==> config.mk <==
export PLATFORM = sky130hd
export DESIGN_NAME = harnessTop
export DESIGN_NICKNAME = d
export VERILOG_FILES = /design/src/harnessPkg.sv /design/src/packetBuffer.sv /design/src/commandIssuer.sv /design/src/writeDataGen.sv /design/src/readChecker.sv /design/src/harnessTop.sv
export SDC_FILE = /design/constraint.sdc
export NUM_CORES = 1
export LEC_CHECK = 0
export CORE_MARGIN = 5
export CORE_UTILIZATION = 43
export CTS_BUF_LIST = sky130_fd_sc_hd__clkbuf_8
export DETAILED_ROUTE_END_ITERATION = 16
export DONT_BUFFER_PORTS = 1
export MAX_ROUTING_LAYER = met4
export PLACE_DENSITY = 0.64
export SYNTH_ARGS = -nofsm -noshare
export SYNTH_HDL_FRONTEND = slang
export SYNTH_SLANG_ARGS = --single-unit
==> constraint.sdc <==
create_clock -name Clock -period 4.4 [get_ports Clock]
set_clock_uncertainty 0.1 [all_clocks]
set_input_delay 0.66 -clock Clock [delete_from_list [all_inputs] [get_ports Clock]]
set_output_delay 0.66 -clock Clock [all_outputs]
set_load 0.1 [all_outputs]
==> src/harnessPkg.sv <==
// Shared definitions for the path-ORAM traffic harness
// Command codes and default widths used by RTL and testbench

package harnessPkg;

	// --------------------
	// Command encodings
	// --------------------

	// Width of the command field in a packet
	parameter int CmdWidth = 2;

	// Backend commands
	parameter logic [CmdWidth-1:0] BecmdRead = 2'd0;
	parameter logic [CmdWidth-1:0] BecmdUpdate = 2'd1;
	parameter logic [CmdWidth-1:0] BecmdAppend = 2'd2;

	// Harness-only code, consumed by the packet buffer
	parameter logic [CmdWidth-1:0] TcmdStart = 2'd3;

	// --------------------
	// Default sizes
	// --------------------

	// Leaf address bits
	parameter int DefOramU = 8;
	// One data chunk, also the seed width
	parameter int DefDBaseWidth = 16;
	// Backend data bus, two chunks per word
	parameter int DefFedWidth = 32;
	// Chunks in one block
	parameter int DefBlkChunks = 8;
	// Delay field bits
	parameter int DefTimeWidth = 8;
	// Packet FIFO depth
	parameter int DefBuffering = 16;

endpackage

==> src/packetBuffer.sv <==
// Packet FIFO ahead of the backend command path
// Holds packets until a start packet opens the burst gate
`timescale 1ns/100ps

module packetBuffer #(
	parameter int OramU = harnessPkg::DefOramU,
	parameter int DBaseWidth = harnessPkg::DefDBaseWidth,
	parameter int TimeWidth = harnessPkg::DefTimeWidth,
	parameter int Buffering = harnessPkg::DefBuffering
) (
	input logic Clock,
	input logic arstN,
	input logic [harnessPkg::CmdWidth+OramU+DBaseWidth+TimeWidth-1:0] PacketData,
	input logic PacketValid,
	output logic PacketReady,
	output logic [harnessPkg::CmdWidth-1:0] headCmd,
	output logic [OramU-1:0] headPAddr,
	output logic [DBaseWidth-1:0] headBase,
	output logic [TimeWidth-1:0] headDelay,
	output logic headValid,
	input logic headReady,
	output logic ErrorSendOverflow
);
	import harnessPkg::*;

	localparam int PacketWidth = CmdWidth + OramU + DBaseWidth + TimeWidth;
	localparam int PtrWidth = (Buffering > 1) ? $clog2(Buffering) : 1;
	localparam int CntWidth = $clog2(Buffering + 1);

	logic [PacketWidth-1:0] fifoMem [Buffering];
	logic [PtrWidth-1:0] wrPtr;
	logic [PtrWidth-1:0] rdPtr;
	logic [CntWidth-1:0] fillCount;
	logic running;
	logic gateOpen;
	logic isStart;
	logic startSeen;
	logic fifoFull;
	logic fifoEmpty;
	logic pushEn;
	logic popEn;

	// Circular pointer step, wraps at depth
	function automatic logic [PtrWidth-1:0] nextPtr(input logic [PtrWidth-1:0] ptr);
		return (ptr == PtrWidth'(Buffering - 1)) ? '0 : ptr + 1'b1;
	endfunction

	// Command field sits on top of the packet word
	assign isStart = PacketData[PacketWidth-1 -: CmdWidth] == TcmdStart;
	assign fifoFull = fillCount == CntWidth'(Buffering);
	assign fifoEmpty = fillCount == '0;

	// Ready only once out of reset
	assign PacketReady = running & ~fifoFull;
	// Start packets bypass the FIFO, even when full
	assign startSeen = PacketValid & running & isStart;
	assign pushEn = PacketValid & PacketReady & ~isStart;

	// --------------------
	// Head of FIFO toward the issuer
	// --------------------

	assign headValid = gateOpen & ~fifoEmpty;
	assign popEn = headValid & headReady;
	assign {headCmd, headPAddr, headBase, headDelay} = fifoMem[rdPtr];

	// Storage, payload only
	always_ff @(posedge Clock) begin
		if (pushEn) begin
			fifoMem[wrPtr] <= PacketData;
		end
	end

	// Pointers and fill level
	always_ff @(posedge Clock or negedge arstN) begin
		if (!arstN) begin
			running <= 1'b0;
			wrPtr <= '0;
			rdPtr <= '0;
			fillCount <= '0;
		end else begin
			running <= 1'b1;
			if (pushEn) begin
				wrPtr <= nextPtr(wrPtr);
			end
			if (popEn) begin
				rdPtr <= nextPtr(rdPtr);
			end
			if (pushEn && !popEn) begin
				fillCount <= fillCount + CntWidth'(1);
			end else if (popEn && !pushEn) begin
				fillCount <= fillCount - CntWidth'(1);
			end
		end
	end

	// Burst gate; closes once drained, repeated start ignored while open
	always_ff @(posedge Clock or negedge arstN) begin
		if (!arstN) begin
			gateOpen <= 1'b0;
		end else if (gateOpen) begin
			if (fifoEmpty) begin
				gateOpen <= 1'b0;
			end
		end else if (startSeen) begin
			gateOpen <= 1'b1;
		end
	end

	// Sticky overflow, packet dropped
	always_ff @(posedge Clock or negedge arstN) begin
		if (!arstN) begin
			ErrorSendOverflow <= 1'b0;
		end else if (PacketValid && fifoFull && !isStart) begin
			ErrorSendOverflow <= 1'b1;
		end
	end

endmodule

==> src/commandIssuer.sv <==
// Backend command issue stage
// One-entry holding register released by the time gate and the write gate
`timescale 1ns/100ps

module commandIssuer #(
	parameter int OramU = harnessPkg::DefOramU,
	parameter int DBaseWidth = harnessPkg::DefDBaseWidth,
	parameter int TimeWidth = harnessPkg::DefTimeWidth
) (
	input logic Clock,
	input logic arstN,
	input logic [harnessPkg::CmdWidth-1:0] headCmd,
	input logic [OramU-1:0] headPAddr,
	input logic [DBaseWidth-1:0] headBase,
	input logic [TimeWidth-1:0] headDelay,
	input logic headValid,
	output logic headReady,
	output logic [harnessPkg::CmdWidth-1:0] ORAMCommand,
	output logic [OramU-1:0] ORAMPAddr,
	output logic ORAMCommandValid,
	input logic ORAMCommandReady,
	input logic writeDone,
	output logic holdWrite,
	output logic [DBaseWidth-1:0] holdBase,
	output logic cmdTransfer
);
	import harnessPkg::*;

	logic holdValid;
	logic [TimeWidth-1:0] holdDelay;
	logic [TimeWidth-1:0] packetAge;
	logic loadEn;
	logic timeGate;
	logic writeGate;

	// Take a new head only when the register is empty
	assign headReady = ~holdValid;
	assign loadEn = headValid & headReady;

	// --------------------
	// Gates
	// --------------------

	// Time gate opens once the packet has aged its delay
	assign timeGate = packetAge >= holdDelay;

	// Writes wait for their data block
	assign holdWrite = holdValid & ((ORAMCommand == BecmdUpdate) | (ORAMCommand == BecmdAppend));
	assign writeGate = ~holdWrite | writeDone;

	assign ORAMCommandValid = holdValid & timeGate & writeGate;
	assign cmdTransfer = ORAMCommandValid & ORAMCommandReady;

	// Held packet fields
	always_ff @(posedge Clock) begin
		if (loadEn) begin
			ORAMCommand <= headCmd;
			ORAMPAddr <= headPAddr;
			holdBase <= headBase;
			holdDelay <= headDelay;
		end
	end

	// Occupancy; empties on the command transfer itself
	always_ff @(posedge Clock or negedge arstN) begin
		if (!arstN) begin
			holdValid <= 1'b0;
		end else if (loadEn) begin
			holdValid <= 1'b1;
		end else if (cmdTransfer) begin
			holdValid <= 1'b0;
		end
	end

	// Age from zero after load, stops at the delay
	always_ff @(posedge Clock or negedge arstN) begin
		if (!arstN) begin
			packetAge <= '0;
		end else if (loadEn) begin
			packetAge <= '0;
		end else if (holdValid && !timeGate) begin
			packetAge <= packetAge + TimeWidth'(1);
		end
	end

endmodule

==> src/writeDataGen.sv <==
// Write block generator for Update and Append commands
// Chunk i of the block carries seed plus i, low chunk first in each word
`timescale 1ns/100ps

module writeDataGen #(
	parameter int DBaseWidth = harnessPkg::DefDBaseWidth,
	parameter int FedWidth = harnessPkg::DefFedWidth,
	parameter int BlkChunks = harnessPkg::DefBlkChunks
) (
	input logic Clock,
	input logic arstN,
	input logic holdWrite,
	input logic [DBaseWidth-1:0] holdBase,
	input logic cmdTransfer,
	output logic [FedWidth-1:0] ORAMDataIn,
	output logic ORAMDataInValid,
	input logic ORAMDataInReady,
	output logic writeDone
);
	localparam int ChunksPerWord = FedWidth / DBaseWidth;
	localparam int WordsPerBlk = BlkChunks / ChunksPerWord;
	localparam int WordCntWidth = (WordsPerBlk > 1) ? $clog2(WordsPerBlk) : 1;

	logic [WordCntWidth-1:0] wordCnt;
	logic wordTransfer;
	logic lastWord;

	// Stream only while a write is held and its block is not yet out
	assign ORAMDataInValid = holdWrite & ~writeDone;
	assign wordTransfer = ORAMDataInValid & ORAMDataInReady;
	assign lastWord = wordCnt == WordCntWidth'(WordsPerBlk - 1);

	// --------------------
	// Word packing
	// --------------------

	// Built from held state, so steady under back-pressure
	always_comb begin
		for (int j = 0; j < ChunksPerWord; j++) begin
			ORAMDataIn[j*DBaseWidth +: DBaseWidth] =
				holdBase + DBaseWidth'(int'(wordCnt) * ChunksPerWord + j);
		end
	end

	// Word counter and block done flag
	always_ff @(posedge Clock or negedge arstN) begin
		if (!arstN) begin
			wordCnt <= '0;
			writeDone <= 1'b0;
		end else begin
			if (wordTransfer) begin
				if (lastWord) begin
					wordCnt <= '0;
				end else begin
					wordCnt <= wordCnt + WordCntWidth'(1);
				end
			end
			// Done until the command itself goes out
			if (cmdTransfer) begin
				writeDone <= 1'b0;
			end else if (wordTransfer && lastWord) begin
				writeDone <= 1'b1;
			end
		end
	end

endmodule

==> src/readChecker.sv <==
// Read-back checker
// Compares each returned chunk with seed plus index and reports the block seed
`timescale 1ns/100ps

module readChecker #(
	parameter int DBaseWidth = harnessPkg::DefDBaseWidth,
	parameter int FedWidth = harnessPkg::DefFedWidth,
	parameter int BlkChunks = harnessPkg::DefBlkChunks
) (
	input logic Clock,
	input logic arstN,
	input logic [FedWidth-1:0] ORAMDataOut,
	input logic ORAMDataOutValid,
	output logic ORAMDataOutReady,
	output logic [DBaseWidth-1:0] ReadSeed,
	output logic ReadSeedValid,
	output logic ErrorReceivePattern
);
	localparam int ChunksPerWord = FedWidth / DBaseWidth;
	localparam int WordsPerBlk = BlkChunks / ChunksPerWord;
	localparam int WordCntWidth = (WordsPerBlk > 1) ? $clog2(WordsPerBlk) : 1;

	logic [WordCntWidth-1:0] wordCnt;
	logic [DBaseWidth-1:0] seedReg;
	logic [DBaseWidth-1:0] chunkBase;
	logic readyReg;
	logic wordTransfer;
	logic lastWord;
	logic mismatch;

	// Always accepting once out of reset
	assign ORAMDataOutReady = readyReg;
	assign wordTransfer = ORAMDataOutValid & ORAMDataOutReady;
	assign lastWord = wordCnt == WordCntWidth'(WordsPerBlk - 1);
	assign ReadSeed = seedReg;

	// First word brings its own seed in the low chunk
	assign chunkBase = (wordCnt == '0) ? ORAMDataOut[DBaseWidth-1:0] : seedReg;

	// --------------------
	// Per-chunk compare
	// --------------------

	always_comb begin
		mismatch = 1'b0;
		for (int j = 0; j < ChunksPerWord; j++) begin
			if (ORAMDataOut[j*DBaseWidth +: DBaseWidth] !=
					chunkBase + DBaseWidth'(int'(wordCnt) * ChunksPerWord + j)) begin
				mismatch = 1'b1;
			end
		end
	end

	// Seed capture, payload only
	always_ff @(posedge Clock) begin
		if (wordTransfer && wordCnt == '0) begin
			seedReg <= ORAMDataOut[DBaseWidth-1:0];
		end
	end

	always_ff @(posedge Clock or negedge arstN) begin
		if (!arstN) begin
			readyReg <= 1'b0;
			wordCnt <= '0;
			ReadSeedValid <= 1'b0;
			ErrorReceivePattern <= 1'b0;
		end else begin
			readyReg <= 1'b1;
			// One-cycle pulse after the block's last word
			ReadSeedValid <= wordTransfer & lastWord;
			if (wordTransfer) begin
				wordCnt <= lastWord ? '0 : wordCnt + WordCntWidth'(1);
			end
			// Sticky
			if (wordTransfer && mismatch) begin
				ErrorReceivePattern <= 1'b1;
			end
		end
	end

endmodule

==> src/harnessTop.sv <==
// Path-ORAM traffic harness top level
// Packet buffer, command issuer, write generator and read checker in a pipeline
`timescale 1ns/100ps

module harnessTop #(
	parameter int OramU = harnessPkg::DefOramU,
	parameter int DBaseWidth = harnessPkg::DefDBaseWidth,
	parameter int FedWidth = harnessPkg::DefFedWidth,
	parameter int BlkChunks = harnessPkg::DefBlkChunks,
	parameter int TimeWidth = harnessPkg::DefTimeWidth,
	parameter int Buffering = harnessPkg::DefBuffering
) (
	input logic Clock,
	input logic arstN,
	// Host packet port
	input logic [harnessPkg::CmdWidth+OramU+DBaseWidth+TimeWidth-1:0] PacketData,
	input logic PacketValid,
	output logic PacketReady,
	// Backend command
	output logic [harnessPkg::CmdWidth-1:0] ORAMCommand,
	output logic [OramU-1:0] ORAMPAddr,
	output logic ORAMCommandValid,
	input logic ORAMCommandReady,
	// Backend write data
	output logic [FedWidth-1:0] ORAMDataIn,
	output logic ORAMDataInValid,
	input logic ORAMDataInReady,
	// Backend read data
	input logic [FedWidth-1:0] ORAMDataOut,
	input logic ORAMDataOutValid,
	output logic ORAMDataOutReady,
	// Status
	output logic [DBaseWidth-1:0] ReadSeed,
	output logic ReadSeedValid,
	output logic ErrorSendOverflow,
	output logic ErrorReceivePattern
);
	import harnessPkg::*;

	// Buffer head toward the issuer
	logic [CmdWidth-1:0] headCmd;
	logic [OramU-1:0] headPAddr;
	logic [DBaseWidth-1:0] headBase;
	logic [TimeWidth-1:0] headDelay;
	logic headValid;
	logic headReady;

	// Issuer and write generator handshake
	logic holdWrite;
	logic [DBaseWidth-1:0] holdBase;
	logic cmdTransfer;
	logic writeDone;

	// --------------------
	// Send path
	// --------------------

	packetBuffer #(.OramU(OramU), .DBaseWidth(DBaseWidth), .TimeWidth(TimeWidth),
		.Buffering(Buffering)) uPacketBuffer (
		.Clock(Clock), .arstN(arstN),
		.PacketData(PacketData), .PacketValid(PacketValid), .PacketReady(PacketReady),
		.headCmd(headCmd), .headPAddr(headPAddr), .headBase(headBase),
		.headDelay(headDelay), .headValid(headValid), .headReady(headReady),
		.ErrorSendOverflow(ErrorSendOverflow));

	commandIssuer #(.OramU(OramU), .DBaseWidth(DBaseWidth), .TimeWidth(TimeWidth))
		uCommandIssuer (
		.Clock(Clock), .arstN(arstN),
		.headCmd(headCmd), .headPAddr(headPAddr), .headBase(headBase),
		.headDelay(headDelay), .headValid(headValid), .headReady(headReady),
		.ORAMCommand(ORAMCommand), .ORAMPAddr(ORAMPAddr),
		.ORAMCommandValid(ORAMCommandValid), .ORAMCommandReady(ORAMCommandReady),
		.writeDone(writeDone), .holdWrite(holdWrite), .holdBase(holdBase),
		.cmdTransfer(cmdTransfer));

	writeDataGen #(.DBaseWidth(DBaseWidth), .FedWidth(FedWidth), .BlkChunks(BlkChunks))
		uWriteDataGen (
		.Clock(Clock), .arstN(arstN),
		.holdWrite(holdWrite), .holdBase(holdBase), .cmdTransfer(cmdTransfer),
		.ORAMDataIn(ORAMDataIn), .ORAMDataInValid(ORAMDataInValid),
		.ORAMDataInReady(ORAMDataInReady), .writeDone(writeDone));

	// --------------------
	// Receive path
	// --------------------

	readChecker #(.DBaseWidth(DBaseWidth), .FedWidth(FedWidth), .BlkChunks(BlkChunks))
		uReadChecker (
		.Clock(Clock), .arstN(arstN),
		.ORAMDataOut(ORAMDataOut), .ORAMDataOutValid(ORAMDataOutValid),
		.ORAMDataOutReady(ORAMDataOutReady),
		.ReadSeed(ReadSeed), .ReadSeedValid(ReadSeedValid),
		.ErrorReceivePattern(ErrorReceivePattern));

endmodule

==> summary.md, run 1 <==
| Metric | Value |
|---|---|
| Crit start category | flop |
| Setup Fix Bufs, Post-CTS | 0 |
| PwrDens | 593.6 nW/um^2 |
| Clk pin slew, worst setup/hold paths | 0.06 ns |
| Post-Route Utilization | 51.06% |
| RePlAce Congestion | 0.8744 |
| Synth top area share | 69.35% |
| Count of final setup violators | 0 |
| 1st-iter DRT viols | 1099 |
| Synth Cell Area | 25720 sq um |
| Post-synth EDFFs | 594 |
| TritonCTS clock tree | built |
| Skew-Pair Late Insertion Delay | 0.69 ns |
| Initial antenna violation count | 4 |
| Final ANT Viol Nets | 0 |
| Largest net degree at the start of global routing | 55 |
| Syn. warnings | 0 |
| Drt wl/cell | 25.18 microns |
| Area Overhead vs Synth | 17.38% |
| Final wirelength | 58330 microns |
| Drt drc | 0 |
| Clk sinks | 626 |
| Die Wd | 254.6 microns |
| VDD IR-drop max | 469.0 uV |
| Vias in the first global route | 13700 |
| Final hold violation count | 0 |
| Area contributors post-synth | edfxtp_1 69%, mux4_2 15%, dfrtp_1 3.1%, xnor2_1 1.8%, ha_1 1.3% |
| Die Y | 254.6 microns |
| Crit. End Element | output pin |
| Io pins | 137 |
| Worst slew pin tran | 1.181 ns |
| Max FO, Critical Path | 5 |
| Via count | 12990 |
| Required time of the critical path | 3.64 ns |
| Max-slew headroom | 21.24% |
| Yosys cell types | 62 |
| Hold_ws | 0.07944 ns |
| Setup CP Type | reg2out |
| Top_reg_cell synth | edfxtp_1 |
| GRT overflow | 0 |
| Leakage power | 9.943 nW |
| Mapped Cells | 1283 |
| Avg Cell Area, Syn | 20.05 sq um |
| Max-cap viol count | 0 |
| Commonest cells in the netlist | 594 x edfxtp_1, 170 x mux4_2, 54 x xnor2_1 |
| Setup TNS Final | 0 ns |
| H-tree lvl count | 3 |
| Clock buffer depth | 3 |
| Synth area leader | edfxtp_1 |
| Row count | 89 |
| Most numerous cell in the Yosys netlist | edfxtp_1 |
| HPWL Detailed | 34030 microns |
| Max-slew violations | 0 |
| Starting Density | 43.50% |
| Core ar. | 59130 sq um |
| Vias per inst | 5.608 |
| Max frequency | 247.4 MHz |
| Root buffer cell | clkbuf_8 |
| First-pass GRT wire length | 86710 microns |
| GRT Resource Usage Total | 18.59% |
| Crit path DAT | 3.28 ns |
| Number of nets in the layout | 1565 |
| Fin crit share | 91.86% |
| Status | finished, final reports clean |
| RSZ-0062 raised after global routing | false |
| Flop and latch count out of synthesis | 626 |
| Syn_nets | 1386 |
| Drt pass-1 iters | 5 |
| FFs w/ async S/R, synth | 5.112% |
| Total design power | 17.92 mW |
| Final min period | 4.042 ns |
| Die area | 64810 sq um |
| Num CTS Buffers | 101 |
| Register area share after synthesis | 72.46% |
| Hold Path Class | in2reg |
| Layout cells sized above 1 | 28.65% |
| IO Port Bufs | 0 |
==> metrics by stage <==
stage	cells	setup WS, ns	area, sq um
6_report	2317	0.3584	30190
5_1_grt	2316	0.09290	30190
4_1_cts	2312	0.2418	30180
3_5_place_dp	2078	0.7292	27750
3_3_place_gp	2078	0.8004	27750
2_1_floorplan	1283	0.06941	25780
==> registers in the layout, indices dropped and copies added (netlist names) <==
signal	flops
uWriteDataGen.writeDone	1
uCommandIssuer.holdValid	1
uReadChecker.ORAMDataOutReady	1
uCommandIssuer.packetAge	8
uWriteDataGen.wordCnt	2
uPacketBuffer.fillCount	5
uReadChecker.ReadSeedValid	1
uReadChecker.wordCnt	2
uCommandIssuer.ORAMCommand	2
uPacketBuffer.fifoMem	544
uCommandIssuer.ORAMPAddr	8
uCommandIssuer.holdBase	16
uPacketBuffer.ErrorSendOverflow	1
uPacketBuffer.gateOpen	1
uPacketBuffer.wrPtr	4
uPacketBuffer.rdPtr	4
uReadChecker.ErrorReceivePattern	1
uCommandIssuer.holdDelay	8
uReadChecker.ReadSeed	16
==> layout make-up <==
class | instances | area, sq um
antenna | 5 | 12.51
clock buffer | 109 | 1500
clock inverter | 71 | 381.6
fill | 4664 | 28940
inverter | 28 | 105.1
multi-input combinational | 571 | 7093
sequential | 626 | 18650
tap | 773 | 967.2
timing repair buffer | 134 | 1484
==> timing repair <==
action                                 4_1_cts  5_1_grt
endpoints found under the hold margin      594        0
hold buffers                                54        0
gates resized for setup                      0        0
==> logic make-up (layout without fill, tap and decap cells) <==
kind of cell	Yosys count	after routing	share of synthesized area, %
flip-flops	626	626	72.46
multiplexers	197	197	15.97
AND/OR/NAND/NOR	182	182	3.643
buffers and inverters	86	342	1.381
AO/OA/AOI/OAI	80	80	2.155
XOR/XNOR	80	80	2.724
adder cells (fa/ha/maj)	31	31	1.654
other	1	6	0.01458
==> report_power, final <==
part,switching (mW),internal (mW)
Combinational,3.22,2.37
Clock,2.28,2.41
Sequential,0.629,7.02
==> critical path, cell delays in order (launching register included) <==
cell and delay, ns:
dfrtp_1 0.42, ha_1 0.20, inv_1 0.05, fa_1 0.44, nand2_1 0.15, and3_1 0.23
and3_1 0.42, nand4_1 0.21, xnor2_2 0.15, buf_4 0.30
==> layer usage <==
layer / part of all wire [%] / global-route usage (%) / vias to the layer above / wire [microns]
li1: - / - / 5627 / -
met1: 42 / 24.86 / 6858 / 24380
met2: 50 / 29.54 / 431 / 29000
met3: 6.7 / 4.222 / 78 / 3910
met4: 1.8 / 4.502 / 0 / 1034
met5: 0 / - / - / 0
==> worst paths after layout <==
check | from | to | slack (ns) | cells after the start
min in group asynchronous | arstN | uReadChecker.ErrorReceivePattern | 0.33 | 2
max in group asynchronous | arstN | uPacketBuffer.rdPtr[0] | 3.61 | 2
max | uWriteDataGen.wordCnt[0] | ORAMDataIn[31] | 0.36 | 9
min reg2reg | uPacketBuffer.gateOpen | uPacketBuffer.gateOpen | 0.36 | 1
max reg2reg | uReadChecker.wordCnt[1] | uReadChecker.ErrorReceivePattern | 0.65 | 10
min | ORAMDataInReady | uWriteDataGen.writeDone | 0.08 | 2
==> layout by cell type (no fill, tap or decap), drive strengths merged, types with 20 or more instances in the layout <==
cell / instances
buf: 81
clkbuf: 109
clkinv: 23
dfrtp: 32
dlygate4sd3: 53
edfxtp: 594
ha: 26
inv: 71
mux2i: 20
mux4: 170
nand2: 42
nand3: 25
nor2: 36
xnor2: 54
xor2: 26
Note: power is estimated with default switching activity, not from simulation.
==> run 2, diff against run 1 <==
Settings changed: ABC_AREA from default to 1.
==> run 2 against run 1 <==
Final area increased by 1.5%; cell count increased by 34%; clock power about the same; critical path type unchanged.
==> summary.md, run 2 <==
| Metric | Value |
|---|---|
| Status | finished, final reports clean |
| GRT overflow | 0 (unchanged) |
| Layout cells sized above 1 | 12.80% (-16 points) |
| Commonest cells in the netlist | 594 x edfxtp_1, 366 x nor2_1, 256 x nand2_1 |
| R2r startpoint | uPacketBuffer.fillCount[0] |
| Die Wd | 258.5 microns (+1.5%) |
| GRT Resource Usage Total | 19.62% (+1.0 points) |
| Clk sinks | 626 (unchanged) |
| First-pass GRT wire length | 99760 microns (+15%) |
| Skew-Pair Late Insertion Delay | 0.72 ns (+0.03 ns) |
| CP max stage cell | fa_1 |
| Drt drc | 0 (unchanged) |
| Setup CP Type | reg2out |
| Max FO, Critical Path | 3 (-2) |
| Max-cap viol count | 0 (unchanged) |
| CP startpoint | uWriteDataGen.wordCnt[0] |
| Clock buffer depth | 3 (unchanged) |
| Largest net degree at the start of global routing | 198 (+260%) |
| Critical path endpoint | ORAMDataIn[29] |
| PwrDens | 618.2 nW/um^2 (+4.2%) |
| Core ar. | 61480 sq um (+4.0%) |
| Setup TNS Final | 0 ns (unchanged) |
| Row count | 91 (+2.2%) |
| Register area share after synthesis | 70.18% (-2.3 points) |
| Synth Cell Area | 26560 sq um (+3.2%) |
| Final min period | 4.158 ns (+0.1160 ns) |
| Initial antenna violation count | 5 (+1) |
| Clk pin slew, worst setup/hold paths | 0.06 ns (about the same) |
| Reg area | 18650 sq um (about the same) |
| Required time of the critical path | 3.64 ns (about the same) |
| RePlAce Congestion | 0.8748 (about the same) |
| Most common cell after layout, fill and taps aside | edfxtp_1 |
| Crit start category | flop |
| Multiplexer share of the synthesized area | 2.073% (-14 points) |
| Flip-flop count of the largest register after layout | 544 (unchanged) |
| Largest stage delay on the critical path | 0.45 ns (about the same) |
| Max-slew violations | 0 (unchanged) |
| Area contributors post-synth | edfxtp_1 67%, nor2_1 5.2%, nand2_1 3.6%, dfrtp_1 3.0%, o21ai_0 3.0% |
| Final hold violation count | 0 (unchanged) |
| Starting Density | 43.19% (-0.31 points) |
| Area of the multi-input gates | 7403 sq um (+4.4%) |
| Met3 usage | 3.605% (-0.62 points) |
| Max-slew headroom | 20.46% (-0.78 points) |
| Most frequent cells in the layout | 594 x edfxtp_1, 349 x nor2_1, 256 x nand2_1, 158 x o21ai_0, 129 x inv_1 |
| Xor/xnor share of the synthesized area | 1.936% (-0.79 points) |
| Count of final setup violators | 0 (unchanged) |
| IO Port Bufs | 0 (unchanged) |
| Adder-cell share of the synthesized area | 1.602% (-0.052 points) |
| VDD IR-drop max | 518.3 uV (+11%) |
| Final Non-Filler Cells | 3107 (+34%) |
| Synth area leader | edfxtp_1 |
| FFs w/ async S/R, synth | 5.112% (unchanged) |
| Syn_nets | 2205 (+59%) |
| R2R depth | 12 (+2) |
| Flop and latch count out of synthesis | 626 (unchanged) |
| Syn. warnings | 0 (unchanged) |
| Crit. End Element | output pin |
| Yosys cell types | 51 (-18%) |
| Top_reg_cell synth | edfxtp_1 |
| Biggest register | uPacketBuffer.fifoMem |
| Worst slew pin tran | 1.193 ns (+0.01173 ns) |
| Mapped Cells | 2102 (+64%) |
| Largest family of logic cells by synthesized area | simple AND/OR/NAND/NOR gates |
| Filler cell count | 5247 (+13%) |
| RSZ-0062 raised after global routing | false |
| FF-to-FF End | uPacketBuffer.fillCount[4] |
| Area Overhead vs Synth | 15.33% |
| H-tree lvl count | 3 (unchanged) |
| Synth Area in Simple Gates | 12.30% (+8.7 points) |
| Met2 Use GR | 31.44% (+1.9 points) |
| Synth top area share | 67.16% (-2.2 points) |
| Vias per inst | 5.502 (-1.9%) |
| Leakage power | 10.74 nW (+8.0%) |
| Total design power | 18.94 mW (+5.7%) |
| Max frequency | 240.5 MHz (-2.8%) |
| FF-to-FF setup slack | 0.93 ns (+0.28 ns) |
| Fin crit share | 94.49% (+2.6 points) |
| CP Cell Sequence | ha_1 > inv_1 > fa_1 > nand2_1 > nand3_1 > nor3_1 > nand3_1 > nor2_1 > xor2_2 > buf_12 |
| Hold Path Class | in2reg |
| TritonCTS clock tree | built |
| Number of nets in the layout | 2328 (+49%) |
| Compound-cell area share of the yosys netlist | 8.664% (+6.5 points) |
| Io pins | 137 (unchanged) |
| Most numerous cell in the Yosys netlist | edfxtp_1 |
| Num CTS Buffers | 102 (+0.99%) |
| Avg Cell Area, Syn | 12.63 sq um (-37%) |
| Via count | 17100 (+32%) |
| Final wirelength | 65280 microns (+12%) |
| GR peak layer | met2 |
| GR Util met1 | 26.24% (+1.4 points) |
| 1st-iter DRT viols | 1682 (+53%) |
| Root buffer cell | clkbuf_8 |
| Vias in the first global route | 16850 (+23%) |
| Setup Fix Bufs, Post-CTS | 0 (unchanged) |
| Post-synth EDFFs | 594 (unchanged) |
| Crit path DAT | 3.40 ns (+0.12 ns) |
| Final ANT Viol Nets | 0 (unchanged) |
| Drt wl/cell | 21.01 microns (-17%) |
| Hold Path Cell Cnt | 2 (unchanged) |
| Placed cells | 2859 (+38%) |
| HPWL Detailed | 37290 microns (+9.6%) |
| Most common cell on crit path | nand3_1 |
| Post-Route Utilization | 49.82% (-1.2 points) |
| Die area | 66830 sq um (+3.1%) |
| Drt pass-1 iters | 7 (+2) |
| Die Y | 258.5 microns (+1.5%) |
[run 2: stage by stage]
step / hold slack [ns] / worst slack, ns / instance area (sq um)
4_1_cts: 0.01761 / 0.1705 / 30610
5_1_grt: 0.04732 / 0.05994 / 30630
2_1_floorplan: 0.2644 / 0.02192 / 26560
3_3_place_gp: 0.2675 / 1.056 / 28180
6_report: 0.07784 / 0.2424 / 30630
3_5_place_dp: 0.2678 / 0.9485 / 28180
[run 2: power by group]
part | switching, mW | total (mW) | internal, mW | leakage [nW]
Clock | 2.34 | 4.66 | 2.32 | 1.10
Combinational | 4.64 | 6.60 | 1.96 | 3.90
Sequential | 0.638 | 7.68 | 7.04 | 5.73
[run 2: cell families (layout without fill, tap and decap cells)]
family	count (synthesis)	count (layout)
buffers and inverters	212	422
multiplexers	55	55
other	1	6
adder cells (fa/ha/maj)	31	31
flip-flops	626	626
AO/OA/AOI/OAI	343	343
AND/OR/NAND/NOR	777	777
XOR/XNOR	57	57
[run 2: final cells by class]
| class | instances | share of cell area (%) |
|---|---|---|
| Clock inverter | 82 | 1.299 |
| Timing Repair Buffer | 130 | 4.216 |
| Inverter | 101 | 1.270 |
| Sequential cell | 626 | 60.88 |
| Tap cell | 790 | 3.227 |
| Antenna cell | 5 | 0.04085 |
| Clock buffer | 109 | 4.898 |
| Multi-Input combinational cell | 1264 | 24.17 |
[run 2: worst max-delay path, delay by kind of cell (launching register included)]
kind | cells | cell delay [ns]
AND/OR/NAND/NOR | 5 | 1.23
buffers and inverters | 2 | 0.26
XOR/XNOR | 1 | 0.22
flip-flops | 1 | 0.38
adder cells (fa/ha/maj) | 2 | 0.61
[run 2: what timing repair did]
item                                    in CTS  in global routing
endpoints found under the hold margin      592                  0
gates resized for setup                      0                  1
endpoints found under the setup margin       0                  1
hold buffers                                52                  0
[run 2: per-layer routing]
layer  wire [microns]  vias up
met2            31780      593
met4             1190        0
met3             3946       85
met1            28360     8522
li1                 -     7896
met5                0        -
[run 2: worst min path at each step]
stage | start | end | slack, ns
after detailed placement | arstN | uWriteDataGen.writeDone | 0.27
after floorplan | arstN | uCommandIssuer.holdValid | 0.26
final | PacketValid | uPacketBuffer.ErrorSendOverflow | 0.08
after global routing | PacketData[33] | uPacketBuffer.gateOpen | 0.05
after global placement | arstN | uWriteDataGen.writeDone | 0.27
after CTS | PacketValid | uPacketBuffer.ErrorSendOverflow | 0.02
